### config.mk
export PLATFORM = sky130hd
export DESIGN_NAME = tile_write_buffer
export DESIGN_NICKNAME = d
export VERILOG_FILES = /design/src/common/suprloco_pkg.sv /design/src/tilemap/tile_write_buffer.sv
export SDC_FILE = /design/constraint.sdc
export NUM_CORES = 1
export LEC_CHECK = 0
export ABC_AREA = 1
export BUFFER_PORTS_ARGS = -buffer_cell sky130_fd_sc_hd__buf_2
export CAP_MARGIN = 20
export CORE_MARGIN = 3
export CORE_UTILIZATION = 42
export CTS_CLUSTER_DIAMETER = 50
export CTS_CLUSTER_SIZE = 40
export DETAILED_ROUTE_END_ITERATION = 6
export MAX_ROUTING_LAYER = met4
export PLACE_DENSITY_LB_ADDON = 0.25
export SYNTH_ARGS = -nofsm -noshare
export SYNTH_HDL_FRONTEND = slang
export SYNTH_SLANG_ARGS = --single-unit
### constraint.sdc
create_clock -name i_clk40m -period 2.4 [get_ports i_clk40m]
set_input_delay 0.12 -clock i_clk40m [delete_from_list [all_inputs] [get_ports i_clk40m]]
set_output_delay 0.12 -clock i_clk40m [all_outputs]
set_load 0.02 [all_outputs]
### src/common/suprloco_pkg.sv
`default_nettype none

package suprloco_pkg;

    //////////////////////////////////////////////////////////////////////
    // widths that carry a meaning
    typedef logic [8:0]  h_count_t;
    typedef logic [8:0]  v_count_t;
    typedef logic [10:0] tmram_addr_t;
    typedef logic [7:0]  byte_t;
    typedef logic [2:0]  pixel_t;
    typedef logic [1:0]  pal_code_t;
    typedef logic [4:0]  pal_index_t;
    // 3-3-2 color word, {b[1:0], g[2:0], r[2:0]}
    typedef logic [7:0]  rgb_t;

    typedef enum logic [2:0] {
        FETCH_SCROLL,
        FETCH_CODE_LO,
        FETCH_CODE_HI,
        FETCH_HOST_WRITE,
        FETCH_IDLE
    } fetch_state_t;

    //////////////////////////////////////////////////////////////////////
    // screen timing, in dots and lines
    localparam h_count_t H_TOTAL      = 9'd320;
    localparam h_count_t H_ACTIVE     = 9'd256;
    localparam h_count_t H_SYNC_START = 9'd280;
    localparam h_count_t H_SYNC_LEN   = 9'd32;
    localparam v_count_t V_TOTAL      = 9'd262;
    localparam v_count_t V_ACTIVE     = 9'd224;
    localparam v_count_t V_SYNC_START = 9'd240;
    localparam v_count_t V_SYNC_LEN   = 9'd3;

    // one dot per 8 master clocks
    localparam logic [2:0] PRESCALE_LAST = 3'd7;

    // tile RAM map, row scroll bytes sit above the tile entries
    localparam tmram_addr_t SCROLL_BASE = 11'h7E0;
    // dot at which the next line's scroll byte is read, phase 0 of a group
    localparam h_count_t SCROLL_FETCH_H = 9'd296;

    // counters to output pixel
    localparam int PIPE_DOTS = 16;

endpackage

`default_nettype wire
### src/tilemap/tile_write_buffer.sv
`default_nettype none

module tile_write_buffer #(
    parameter int WR_CREDITS = 2
) (
    input  logic                      i_clk40m,
    input  logic                      i_mrst_n,
    input  logic                      i_wr_valid,
    input  suprloco_pkg::tmram_addr_t i_wr_addr,
    input  suprloco_pkg::byte_t       i_wr_data,
    input  logic                      i_take,
    output logic                      o_pending,
    output suprloco_pkg::tmram_addr_t o_addr,
    output suprloco_pkg::byte_t       o_data,
    output logic                      o_wr_credit
);

    localparam int AW = (WR_CREDITS > 1) ? $clog2(WR_CREDITS) : 1;

    suprloco_pkg::tmram_addr_t addr_mem [WR_CREDITS];
    suprloco_pkg::byte_t       data_mem [WR_CREDITS];
    logic [AW-1:0]             wr_ptr;
    logic [AW-1:0]             rd_ptr;
    logic [AW:0]               count;
    logic                      full;

    assign full      = (count == (AW + 1)'(WR_CREDITS));
    assign o_pending = (count != '0);
    assign o_addr    = addr_mem[rd_ptr];
    assign o_data    = data_mem[rd_ptr];

    always_ff @(posedge i_clk40m) begin
        if (i_wr_valid) begin
            addr_mem[wr_ptr] <= i_wr_addr;
            data_mem[wr_ptr] <= i_wr_data;
        end
    end

    always_ff @(posedge i_clk40m) begin
        if (!i_mrst_n) begin
            wr_ptr      <= '0;
            rd_ptr      <= '0;
            count       <= '0;
            o_wr_credit <= 1'b0;
        end else begin
            if (i_wr_valid) begin
                wr_ptr <= (wr_ptr == AW'(WR_CREDITS - 1)) ? '0 : wr_ptr + 1'b1;
            end
            if (i_take) begin
                rd_ptr <= (rd_ptr == AW'(WR_CREDITS - 1)) ? '0 : rd_ptr + 1'b1;
            end
            case ({i_wr_valid, i_take})
                2'b10:   count <= count + 1'b1;
                2'b01:   count <= count - 1'b1;
                default: count <= count;
            endcase
            // one credit back per entry written to tile RAM
            o_wr_credit <= i_take;
        end
    end

    // host spends credits, so it never finds the buffer full
    a_no_overflow: assert property (@(posedge i_clk40m) disable iff (!i_mrst_n)
        i_wr_valid |-> !full);

endmodule

`default_nettype wire

Word-level counts from Yosys, hierarchy flattened

Memory sizes are Yosys's and may differ from the RTL's. A register that Yosys moved wholly into a read port is not among the register bits.
Index checks and enable logic that the tools add are counted.
W data, S select, Z words.

Multiplexer cells: 9
Add/subtract/negate cells: 4
Reduce and logical (&&, ||, !) cells: 2
Equality and inequality tests: 2

Operator list:

| kind                  | number |
|---|---|
| $mux W1               | 8 |
| $pmux W2 S2           | 1 |
| $reduce_bool A2 Y1    | 2 |
| $add A1 B1 Y1 const B | 2 |
| $add A2 B1 Y2 const B | 1 |
| $eq A2 B1 Y1 const B  | 1 |
| $eq A2 B2 Y1 const B  | 1 |
| $sub A2 B1 Y2 const B | 1 |

Word-level logic and storage cells: 23
Register bits after elaboration: 5
Input port bits: 23
Bits in writable memories: 38
Memories kept: 2
Output and inout port bits: 21

Memories:

| name     | words | width | rd ports | clocked after Yosys merged registers in | write ports | RTL line                | text |
|---|---|---|---|---|---|---|---|
| addr_mem | 2     | 11    | 1        | 1                                       | 1           | tile_write_buffer.sv:20 | `suprloco_pkg::tmram_addr_t addr_mem [WR_CREDITS];` |
| data_mem | 2     | 8     | 1        | 1                                       | 1           | tile_write_buffer.sv:21 | `suprloco_pkg::byte_t data_mem [WR_CREDITS];` |

Longest topological paths before layout

Gate-level depths: netlist (run 1).

Depth in word-level cells: 4
Gate-level depth with buffers: 7
Depth with buffers taken out: 7

Worst setup path after synthesis (run 1)

Ideal clock, no wire load.

Path kind: reg-to-reg
From: register wr_ptr
To: memory addr_mem[0][0] in the netlist's numbering, enable pin
Arrival time: 1.141 ns
Period minus slack after synthesis: 1.536 ns
Data required time: 2.005 ns
Buffers on the path: 0
Library setup time: 0.395 ns
Setup slack: 0.864 ns
Stages on the path, launching flop included: 2
Cell sequence: dfxtp_1 > nor2_1

RTL lines:

| element                  | RTL line                | text |
|---|---|---|
| start: declaration       | tile_write_buffer.sv:22 | `logic [AW-1:0] wr_ptr;` |
| start signal: assignment | tile_write_buffer.sv:47 | `wr_ptr <= (wr_ptr == AW'(WR_CREDITS - 1)) ? '0 : wr_ptr + 1'b1;` |
| end: declaration         | tile_write_buffer.sv:20 |  |

Straight into the memory's write port.

==> results of run 1 <==
==> final cells by class <==
cell class / instances / area (um^2)
clock buffer: 6 / 72.6
clock inverter: 2 / 35.0
fill: 315 / 1700
inverter: 6 / 22.5
multi-input combinational: 43 / 360
sequential: 44 / 1260
tap: 48 / 60.1
timing repair buffer: 45 / 230
==> cell families (layout without fill, tap and decap cells) <==
kind of cell             after synthesis  after routing  synth area share, %
AO/OA/AOI/OAI                          2              2                0.598
adder cells (fa/ha/maj)                1              1                0.748
buffers and inverters                  8             59                 3.22
flip-flops                            44             44                 75.4
multiplexers                          19             19                 15.0
AND/OR/NAND/NOR                       21             21                 5.01
==> metal layers <==
layer,vias to the layer above,wire (um)
li1,442,-
met1,427,994
met2,25,1400
met3,2,166
met4,0,9
met5,-,0
==> state kept, by name, indices dropped and copies added, names as in the netlist, named ones only <==
signal and flops:
o_wr_credit 1, addr_mem 22, rd_ptr 1, wr_ptr 1, count 2, data_mem 16
==> through the flow <==
stage                     util, %  hold slack [ps]  total power, W  worst slack (ps)  area (um^2)
after global routing         54.5             11.4         0.00167               491         2040
after CTS                    54.5             13.4         0.00163               540         2040
after global placement       51.7              309         0.00110               893         1930
after detailed placement     51.7              312         0.00111               853         1930
final                        54.5             22.6         0.00161               582         2040
after floorplan                 -              213         0.00104               864         1670
==> worst reg2reg max path: stages, from the launching register on <==
cell     delay (ps)
dfxtp_1         390
nand2_1          80
inv_1           530
==> where the power goes <==
group,internal [W],total (W),switching (W)
combinational,0.0000846,0.000190,0.000105
sequential,0.000877,0.000896,0.0000181
clock,0.000308,0.000528,0.000219
==> cells in the final DEF (no fill, tap or decap) <==
master and n:
a21oi_1 1, buf_2 43, buf_4 2, bufinv_16 1, clkbuf_1 1, clkbuf_8 5
clkinv_2 1, dfxtp_1 6, edfxtp_1 38, ha_1 1, inv_1 6, mux2_2 9
mux2_4 10, nand2_1 9, nand4_1 1, nor2_1 9, nor2_2 1, o21ai_0 1
or2_2 1
==> worst paths after layout <==
path              depth (start not counted)                   from                   endpoint  slack, ps
setup / recovery                          3                   flop                  o_addr[3]        580
hold reg to reg                           2  count[1]$_SDFFE_PN0P_      count[1]$_SDFFE_PN0P_        500
hold / removal                            1          i_wr_addr[10]  addr_mem[0][10]$_DFFE_PP_         20
setup reg to reg                          2    wr_ptr$_SDFFE_PN0P_  addr_mem[1][10]$_DFFE_PP_       1030
==> cells in the mapped netlist <==
library cell and instances:
dfxtp_1 6, buf_6 1, buf_12 1, ha_1 1, nand4_1 1, o21ai_0 1, a21oi_1 1, mux2_4 10
edfxtp_1 38, mux2_2 9, or2_2 1, inv_1 6, nand2_1 9, nor2_1 10
==> impl_metrics.yaml, run 1 <==
status:
  outcome: "finished, final reports clean"
cts:
  ctsResizeCount: 0
  htreeDepth: 2
  cts_setup_buffers: 0
  cts_root_buf: "clkbuf_8"
  numCtsBuffers: 5
  clockBufferDepth: 2
  clkLatencyLatePin_ps: 280
  postCtsHoldBufs: 0
  tritoncts: "built"
  clkTransAtPathRegs_ps: 80
  cts.sinks: 44
grt:
  grt_pass1_wl_mm: 4.13
  grt_pass1_vias: 916
  grt_util_met1_pct: 11.7
  grt.total_usage_pct: 11.4
  antenna_found_initial: 0
  grt_overflow: 0
  grt.busiest_layer: "met2"
  grtUsageMet3_pct: 4.81
  grtUsageMet2_pct: 19.7
  grt_max_degree: 20
sta:
  max_slew.worst_pin.slew_ps: 716
  fin_crit_sh_pct: 75.8
  fin_tns_setup_ps: 0
  hold_viol: 0
  max-slew-margin-rel_pct: 52.2
  setup_viol: 0
  finalWorstPathRequiredPeriod_ps: 1820
  rsz0062_at_grt: "false"
  timing.fmax_ghz: 0.550
  maxSlewViolCount: 0
  clock-skew-final_ps: 4.37
route:
  route.detailed.drc: 0
  routedWlPerCell_um: 13.3
  wirelength_mm: 2.58
  avgViaCountPerCell: 4.62
  vias: 896
  drtIter0Drc: 27
  drtAntennaViolNets: 0
  drtPass1Iterations: 4
cells_and_area:
  drive_above_1_share_pct: 50.0
  n_antenna_cell: 0
  area_growth_syn_to_layout_pct: 22.1
  finalNetCount: 169
  layoutNonFillerInstCount: 194
synth:
  ys_types: 14
  synthCells: 95
  synth_area_leaders: "edfxtp_1 68%, mux2_4 9.0%, dfxtp_1 7.2%, mux2_2 6.1%, nor2_1 2.2%"
  syn_area_mm2: 0.00167
  avgSynthCellArea_um2: 17.6
  synth_nets: 119
  yosysWarnings: 0
  yosys.area.top_type: "edfxtp_1"
  yosysSeqAreaShare_pct: 75.4
  synth-seq-cells: 44
  yosysTopAreaCellShare_pct: 68.2
worst_setup_path:
  critPathMaxFanout: 11
  critPathLaunchType: "flop"
  crit_path_end_kind: "output pin"
  slowest_delay_ps: 630
  required_ps: 2280
  path_cells: "buf_4 > mux2_4 > buf_2"
  worst-setup-path-type: "flop to output pin"
  path_buf_inv: 2
  crit_slowest_cell: "dfxtp_1"
  arrival_ps: 1700
  path_delay_family: "flip-flops"
placed_design:
  dp_cells: 186
  port_buffers: 43
  gp_congestion: 0.653
  place_hpwl_mm: 1.91
floorplan:
  num_rows: 22
  num_io_pins: 44
  design.core.area_mm2: 0.00374
  start_util_pct: 44.7
  die_width_um: 69.1
  dieHeight_um: 69.1
  die-area_mm2: 0.00478
power_and_ir_drop:
  power.density_mw_per_mm2: 790
  ir_worst_vdd_mv: 0.512
  leakage_nw: 0.845
flow_run:
  maxCapViolCount: 0
hold_path:
  min_path_type: "input pin to flop"
(Power assumes the default switching activity.)
==> inputs of run 2 (changes only) <==
Clock period 2.4 ns to 1.6 ns, I/O delays scaled along.
==> run 2 against run 1 <==
Compared with the run above: power grew 53%; routed wire length grew 2.7%; design area grew 11%; critical path depth is the same; non-clock buffer count grew 21; clock power grew 49%; hold slack gained 1.8 ps; largest power group unchanged.
==> impl_metrics.yaml, run 2 (synthesized netlist as in run 1, its figures left out) <==
status:
  outcome: "finished, final reports clean"
hold_path:
  min_path_type: "input pin to flop"
cells_and_area:
  top_regs: "addr_mem x22, data_mem x16, count x2"
  largest_reg_flops: 22
  drive_above_1_share_pct: 44.9
  top_register: "addr_mem"
  fillers: 319
  area_growth_syn_to_layout_pct: 35.8
  n_antenna_cell: 0
  finalNetCount: 190
  final_cell_mix: "43 x buf_2, 38 x edfxtp_1, 19 x dlygate4sd3_1, 10 x mux2_4"
  mostFrequentLayoutCell: "buf_2"
floorplan:
  num_rows: 22
  die_width_um: 69.1
  design.core.area_mm2: 0.00374
  start_util_pct: 44.7
  num_io_pins: 44
  die-area_mm2: 0.00478
  dieHeight_um: 69.1
power_and_ir_drop:
  clkPwrFrac_pct: 32.0
  internal_power_w: 0.00195
  ir_worst_vdd_mv: 0.551
  power.density_mw_per_mm2: 1090
  p_comb_share_pct: 13.9
  p_sw_w: 0.000519
  seq_power_share_pct: 54.2
  switching_share_pct: 21.0
  leakage_nw: 0.941
  p_total_w: 0.00247
cts:
  cts_setup_buffers: 0
  numCtsBuffers: 5
  htreeDepth: 2
  cts.sinks: 44
  cts_root_buf: "clkbuf_8"
  ctsResizeCount: 0
  clkTransAtPathRegs_ps: 70
  clkLatencyLatePin_ps: 280
  clockBufferDepth: 2
  tritoncts: "built"
worst_setup_path:
  crit_path_end_kind: "output pin"
  critPathMaxFanout: 19
  r2r_slack_ps: 400
  slowest_delay_ps: 370
  path_delay_family: "flip-flops"
  worst-setup-path-type: "flop to output pin"
  arrival_ps: 1360
  crit_slowest_cell: "dfxtp_1"
  path_buf_inv: 2
  path_cells: "buf_12 > mux2_2 > buf_2"
  critPathLaunchType: "flop"
  required_ps: 1520
route:
  avgViaCountPerCell: 4.49
  drtIter0Drc: 26
  route.detailed.drc: 0
  routedWlPerCell_um: 12.3
  wirelength_mm: 2.65
  vias: 966
  drtPass1Iterations: 3
  drtAntennaViolNets: 0
sta:
  fin_tns_setup_ps: 0
  timing.fmax_ghz: 0.695
  max_slew.worst_pin.slew_ps: 367
  hold_ws_ps: 24.4
  rsz0062_at_grt: "false"
  maxSlewViolCount: 0
  fin_crit_sh_pct: 90.0
  clock-skew-final_ps: 2.28
  finalWorstPathRequiredPeriod_ps: 1440
  max-slew-margin-rel_pct: 75.5
  setup_viol: 0
  hold_viol: 0
  worst_slack_ps: 161
placed_design:
  gp_congestion: 0.646
  port_buffers: 43
  place_hpwl_mm: 1.93
  pre_cts_ws_ps: 399
grt:
  grt_pass1_wl_mm: 4.44
  grt_pass1_vias: 994
  antenna_found_initial: 0
  grt_max_degree: 20
  grt_overflow: 0
  grt.total_usage_pct: 12.1
flow_run:
  maxCapViolCount: 0
## run 2: cell types whose count changed in the layout (fill, tap and decap cells not counted), sizes merged
cell | before | now
dlygate4sd3 | 0 | 19
buf | 45 | 47
## run 2: power by group through the flow
| stage | Combinational (W) | Sequential, W | Clock, W |
|---|---|---|---|
| after CTS | 0.000349 | 0.00134 | 0.000820 |
| after detailed placement | 0.000312 | 0.00136 | 0 |
| after floorplan | 0.000203 | 0.00136 | 0 |
| after global routing | 0.000371 | 0.00134 | 0.000843 |
| final | 0.000342 | 0.00134 | 0.000788 |
| after global placement | 0.000305 | 0.00136 | 0 |
## run 2: metal layers
layer / track usage (%) / wire length, um / up-vias / share of wire (%)
met5: - / 0 / - / 0
met4: 4.56 / 36 / 0 / 1.4
met1: 14.2 / 1110 / 455 / 42
met3: 2.92 / 120 / 5 / 4.5
met2: 20.2 / 1380 / 23 / 52
li1: - / - / 483 / -
## run 2: worst register-to-register path, delay by kind of cell (launching register included)
kind / cells / cell delay [ps]
buffers and inverters: 2 / 470
DFF: 1 / 370
and+or+nand+nor: 1 / 80
## run 2: worst paths after layout
path / startpoint / to / cells past startpoint
setup / recovery: flop / o_addr[0] / 3
hold / removal: i_take / o_wr_credit$_SDFF_PN0_ / 3
setup reg to reg: wr_ptr$_SDFFE_PN0P_ / addr_mem[1][7]$_DFFE_PP_ / 3
hold reg to reg: count[1]$_SDFFE_PN0P_ / count[1]$_SDFFE_PN0P_ / 2
## run 2: what timing repair did
action                                  4_1_cts  5_1_grt
hold endpoints to repair                     38        0
endpoints found under the setup margin        0        0
hold buffers                                 19        0
## run 2: per-stage QoR
| stage | utilization, % | cell area, um^2 | std cells |
|---|---|---|---|
| 6_report | 60.7 | 2270 | 215 |
| 5_1_grt | 60.7 | 2270 | 215 |
| 4_1_cts | 60.7 | 2270 | 215 |
| 3_5_place_dp | 52.7 | 1970 | 188 |
| 3_3_place_gp | 52.7 | 1970 | 188 |
| 2_1_floorplan | - | 1670 | 95 |
## run 2: layout make-up
cell class	instances	area (um^2)	share of cell area, %
Clock buffer	6	72.6	3.19
Clock inverter	2	35.0	1.54
Inverter	6	22.5	0.991
Multi-Input combinational cell	43	360	15.9
Sequential cell	44	1260	55.5
Tap cell	48	60.1	2.64
Timing Repair Buffer	66	460	20.3
==> inputs of run 3 (changes only) <==
Settings changed: CAP_MARGIN 20 to not set, PLACE_DENSITY_LB_ADDON 0.25 to 0.2.
==> run 3 against run 2 <==
Compared with the run above: die area did not move; flip-flop and latch count unchanged; worst setup slack gained 48 ps; combinational power down 1%; sequential power is essentially flat; sequential share of layout area rose by 0.46 points; cell count grew 0.47%; power shrank 0.40%; maximum frequency grew 3.5%; critical path depth unchanged; via count rose by 2.9%; core utilization fell by 0.50 points; critical endpoint is now o_data[2]; largest power group unchanged.
==> impl_metrics.yaml, run 3 (synthesized netlist as in run 1, its figures left out) <==
route:
  drtPass1Iterations: 2
  wirelength_mm: 2.74
  vias: 994
  drtIter0Drc: 36
  avgViaCountPerCell: 4.60
  routedWlPerCell_um: 12.7
  drtAntennaViolNets: 0
  route.detailed.drc: 0
cells_and_area:
  top_register: "addr_mem"
  final_area_mm2: 0.00225
  final_cell_mix: "43 x buf_2, 38 x edfxtp_1, 19 x dlygate4sd3_1, 10 x mux2_4"
  largest_reg_flops: 22
  mostFrequentLayoutCell: "buf_2"
  n_antenna_cell: 0
  area_growth_syn_to_layout_pct: 34.7
  drive_above_1_share_pct: 44.6
  top_regs: "addr_mem x22, data_mem x16, count x2"
  finalNetCount: 191
flow_run:
  maxCapViolCount: 0
floorplan:
  num_rows: 22
  die-area_mm2: 0.00478
  die_width_um: 69.1
  num_io_pins: 44
  design.core.area_mm2: 0.00374
  dieHeight_um: 69.1
  start_util_pct: 44.7
worst_setup_path:
  slowest_delay_ps: 330
  worst-setup-path-type: "flop to output pin"
  path_buf_inv: 2
  path_delay_family: "buffers and inverters"
  required_ps: 1520
  critPathLaunchType: "flop"
  arrival_ps: 1310
  crit_slowest_cell: "dfxtp_1"
  rr_worst_depth: 3
  critPathMaxFanout: 10
  reg2reg_from: "wr_ptr$_SDFFE_PN0P_"
  path_cells: "buf_4 > mux2_4 > buf_2"
  r2r_end: "addr_mem[1][3]$_DFFE_PP_"
  crit_path_end_kind: "output pin"
  cp_num_cells: 3
  r2r_slack_ps: 500
cts:
  clkTransAtPathRegs_ps: 70
  tritoncts: "built"
  ctsResizeCount: 0
  postCtsHoldBufs: 19
  cts_setup_buffers: 0
  htreeDepth: 2
  cts.sinks: 44
  clockBufferDepth: 2
  cts_root_buf: "clkbuf_8"
  clkLatencyLatePin_ps: 280
  numCtsBuffers: 5
sta:
  clock-skew-final_ps: 3.28
  hold_viol: 0
  timing.fmax_ghz: 0.719
  maxSlewViolCount: 0
  max_slew.worst_pin.slew_ps: 267
  setup_viol: 0
  finalWorstPathRequiredPeriod_ps: 1390
  max-slew-margin-rel_pct: 82.2
  rsz0062_at_grt: "false"
  fin_tns_setup_ps: 0
  fin_crit_sh_pct: 86.9
power_and_ir_drop:
  ir_worst_vdd_mv: 0.623
  power.density_mw_per_mm2: 1090
  leakage_nw: 0.938
  p_total_w: 0.00246
grt:
  grt_pass1_vias: 1031
  grt_pass1_wl_mm: 4.51
  grt_overflow: 0
  grt_max_degree: 20
  antenna_found_initial: 0
  grt.total_usage_pct: 12.4
placed_design:
  postPlaceCellArea_mm2: 0.00196
  place_hpwl_mm: 1.97
  gp_congestion: 0.689
  port_buffers: 43
hold_path:
  min_to: "o_wr_credit$_SDFF_PN0_"
  min_path_type: "input pin to flop"
  hold_path_depth: 3
  min-delay-start: "i_take"
status:
  outcome: "finished, final reports clean"
## run 3: final cells by class
class | count | area (um^2)
inverters | 6 | 22.5
repair buffers | 67 | 443
well taps | 48 | 60.1
multi-input cells | 43 | 360
flip-flops and latches | 44 | 1260
fillers | 329 | 1490
clock inverters | 3 | 37.5
clock buffers | 5 | 68.8
## run 3: tightest hold or removal path, stage by stage
cell and delay, ps:
buf_2 130, nand2_1 60, inv_1 40
## run 3: report_power, final
part / switching, W / internal (W)
logic: 0.000175 / 0.000164
clock network: 0.000330 / 0.000454
registers: 0.0000189 / 0.00132
total: 0.000523 / 0.00193
## run 3: worst max path at each step
stage,start,endpoint,slack [ps]
3_3_place_gp,flop,o_addr[6],510
3_5_place_dp,flop,o_data[5],500
4_1_cts,flop,o_data[5],190
6_report,flop,o_data[2],210
5_1_grt,flop,o_data[4],130
2_1_floorplan,wr_ptr$_SDFFE_PN0P_,addr_mem[0][0]$_DFFE_PP_,60
## run 3: per-stage QoR
step	setup slack, ps	hold slack [ps]	utilization [%]	std cells
finish	209	54.3	60.2	216
global route	131	46.9	60.2	216
CTS	188	53.6	60.2	216
detailed placement	504	273	52.3	189
global placement	512	268	52.3	189
floorplan	63.9	173	-	95
## run 3: routing by layer
layer	wire [um]	GRT usage, %
met1	1020	12.6
met2	1520	22.2
met3	163	4.96
met4	27	3.25
met5	0	-
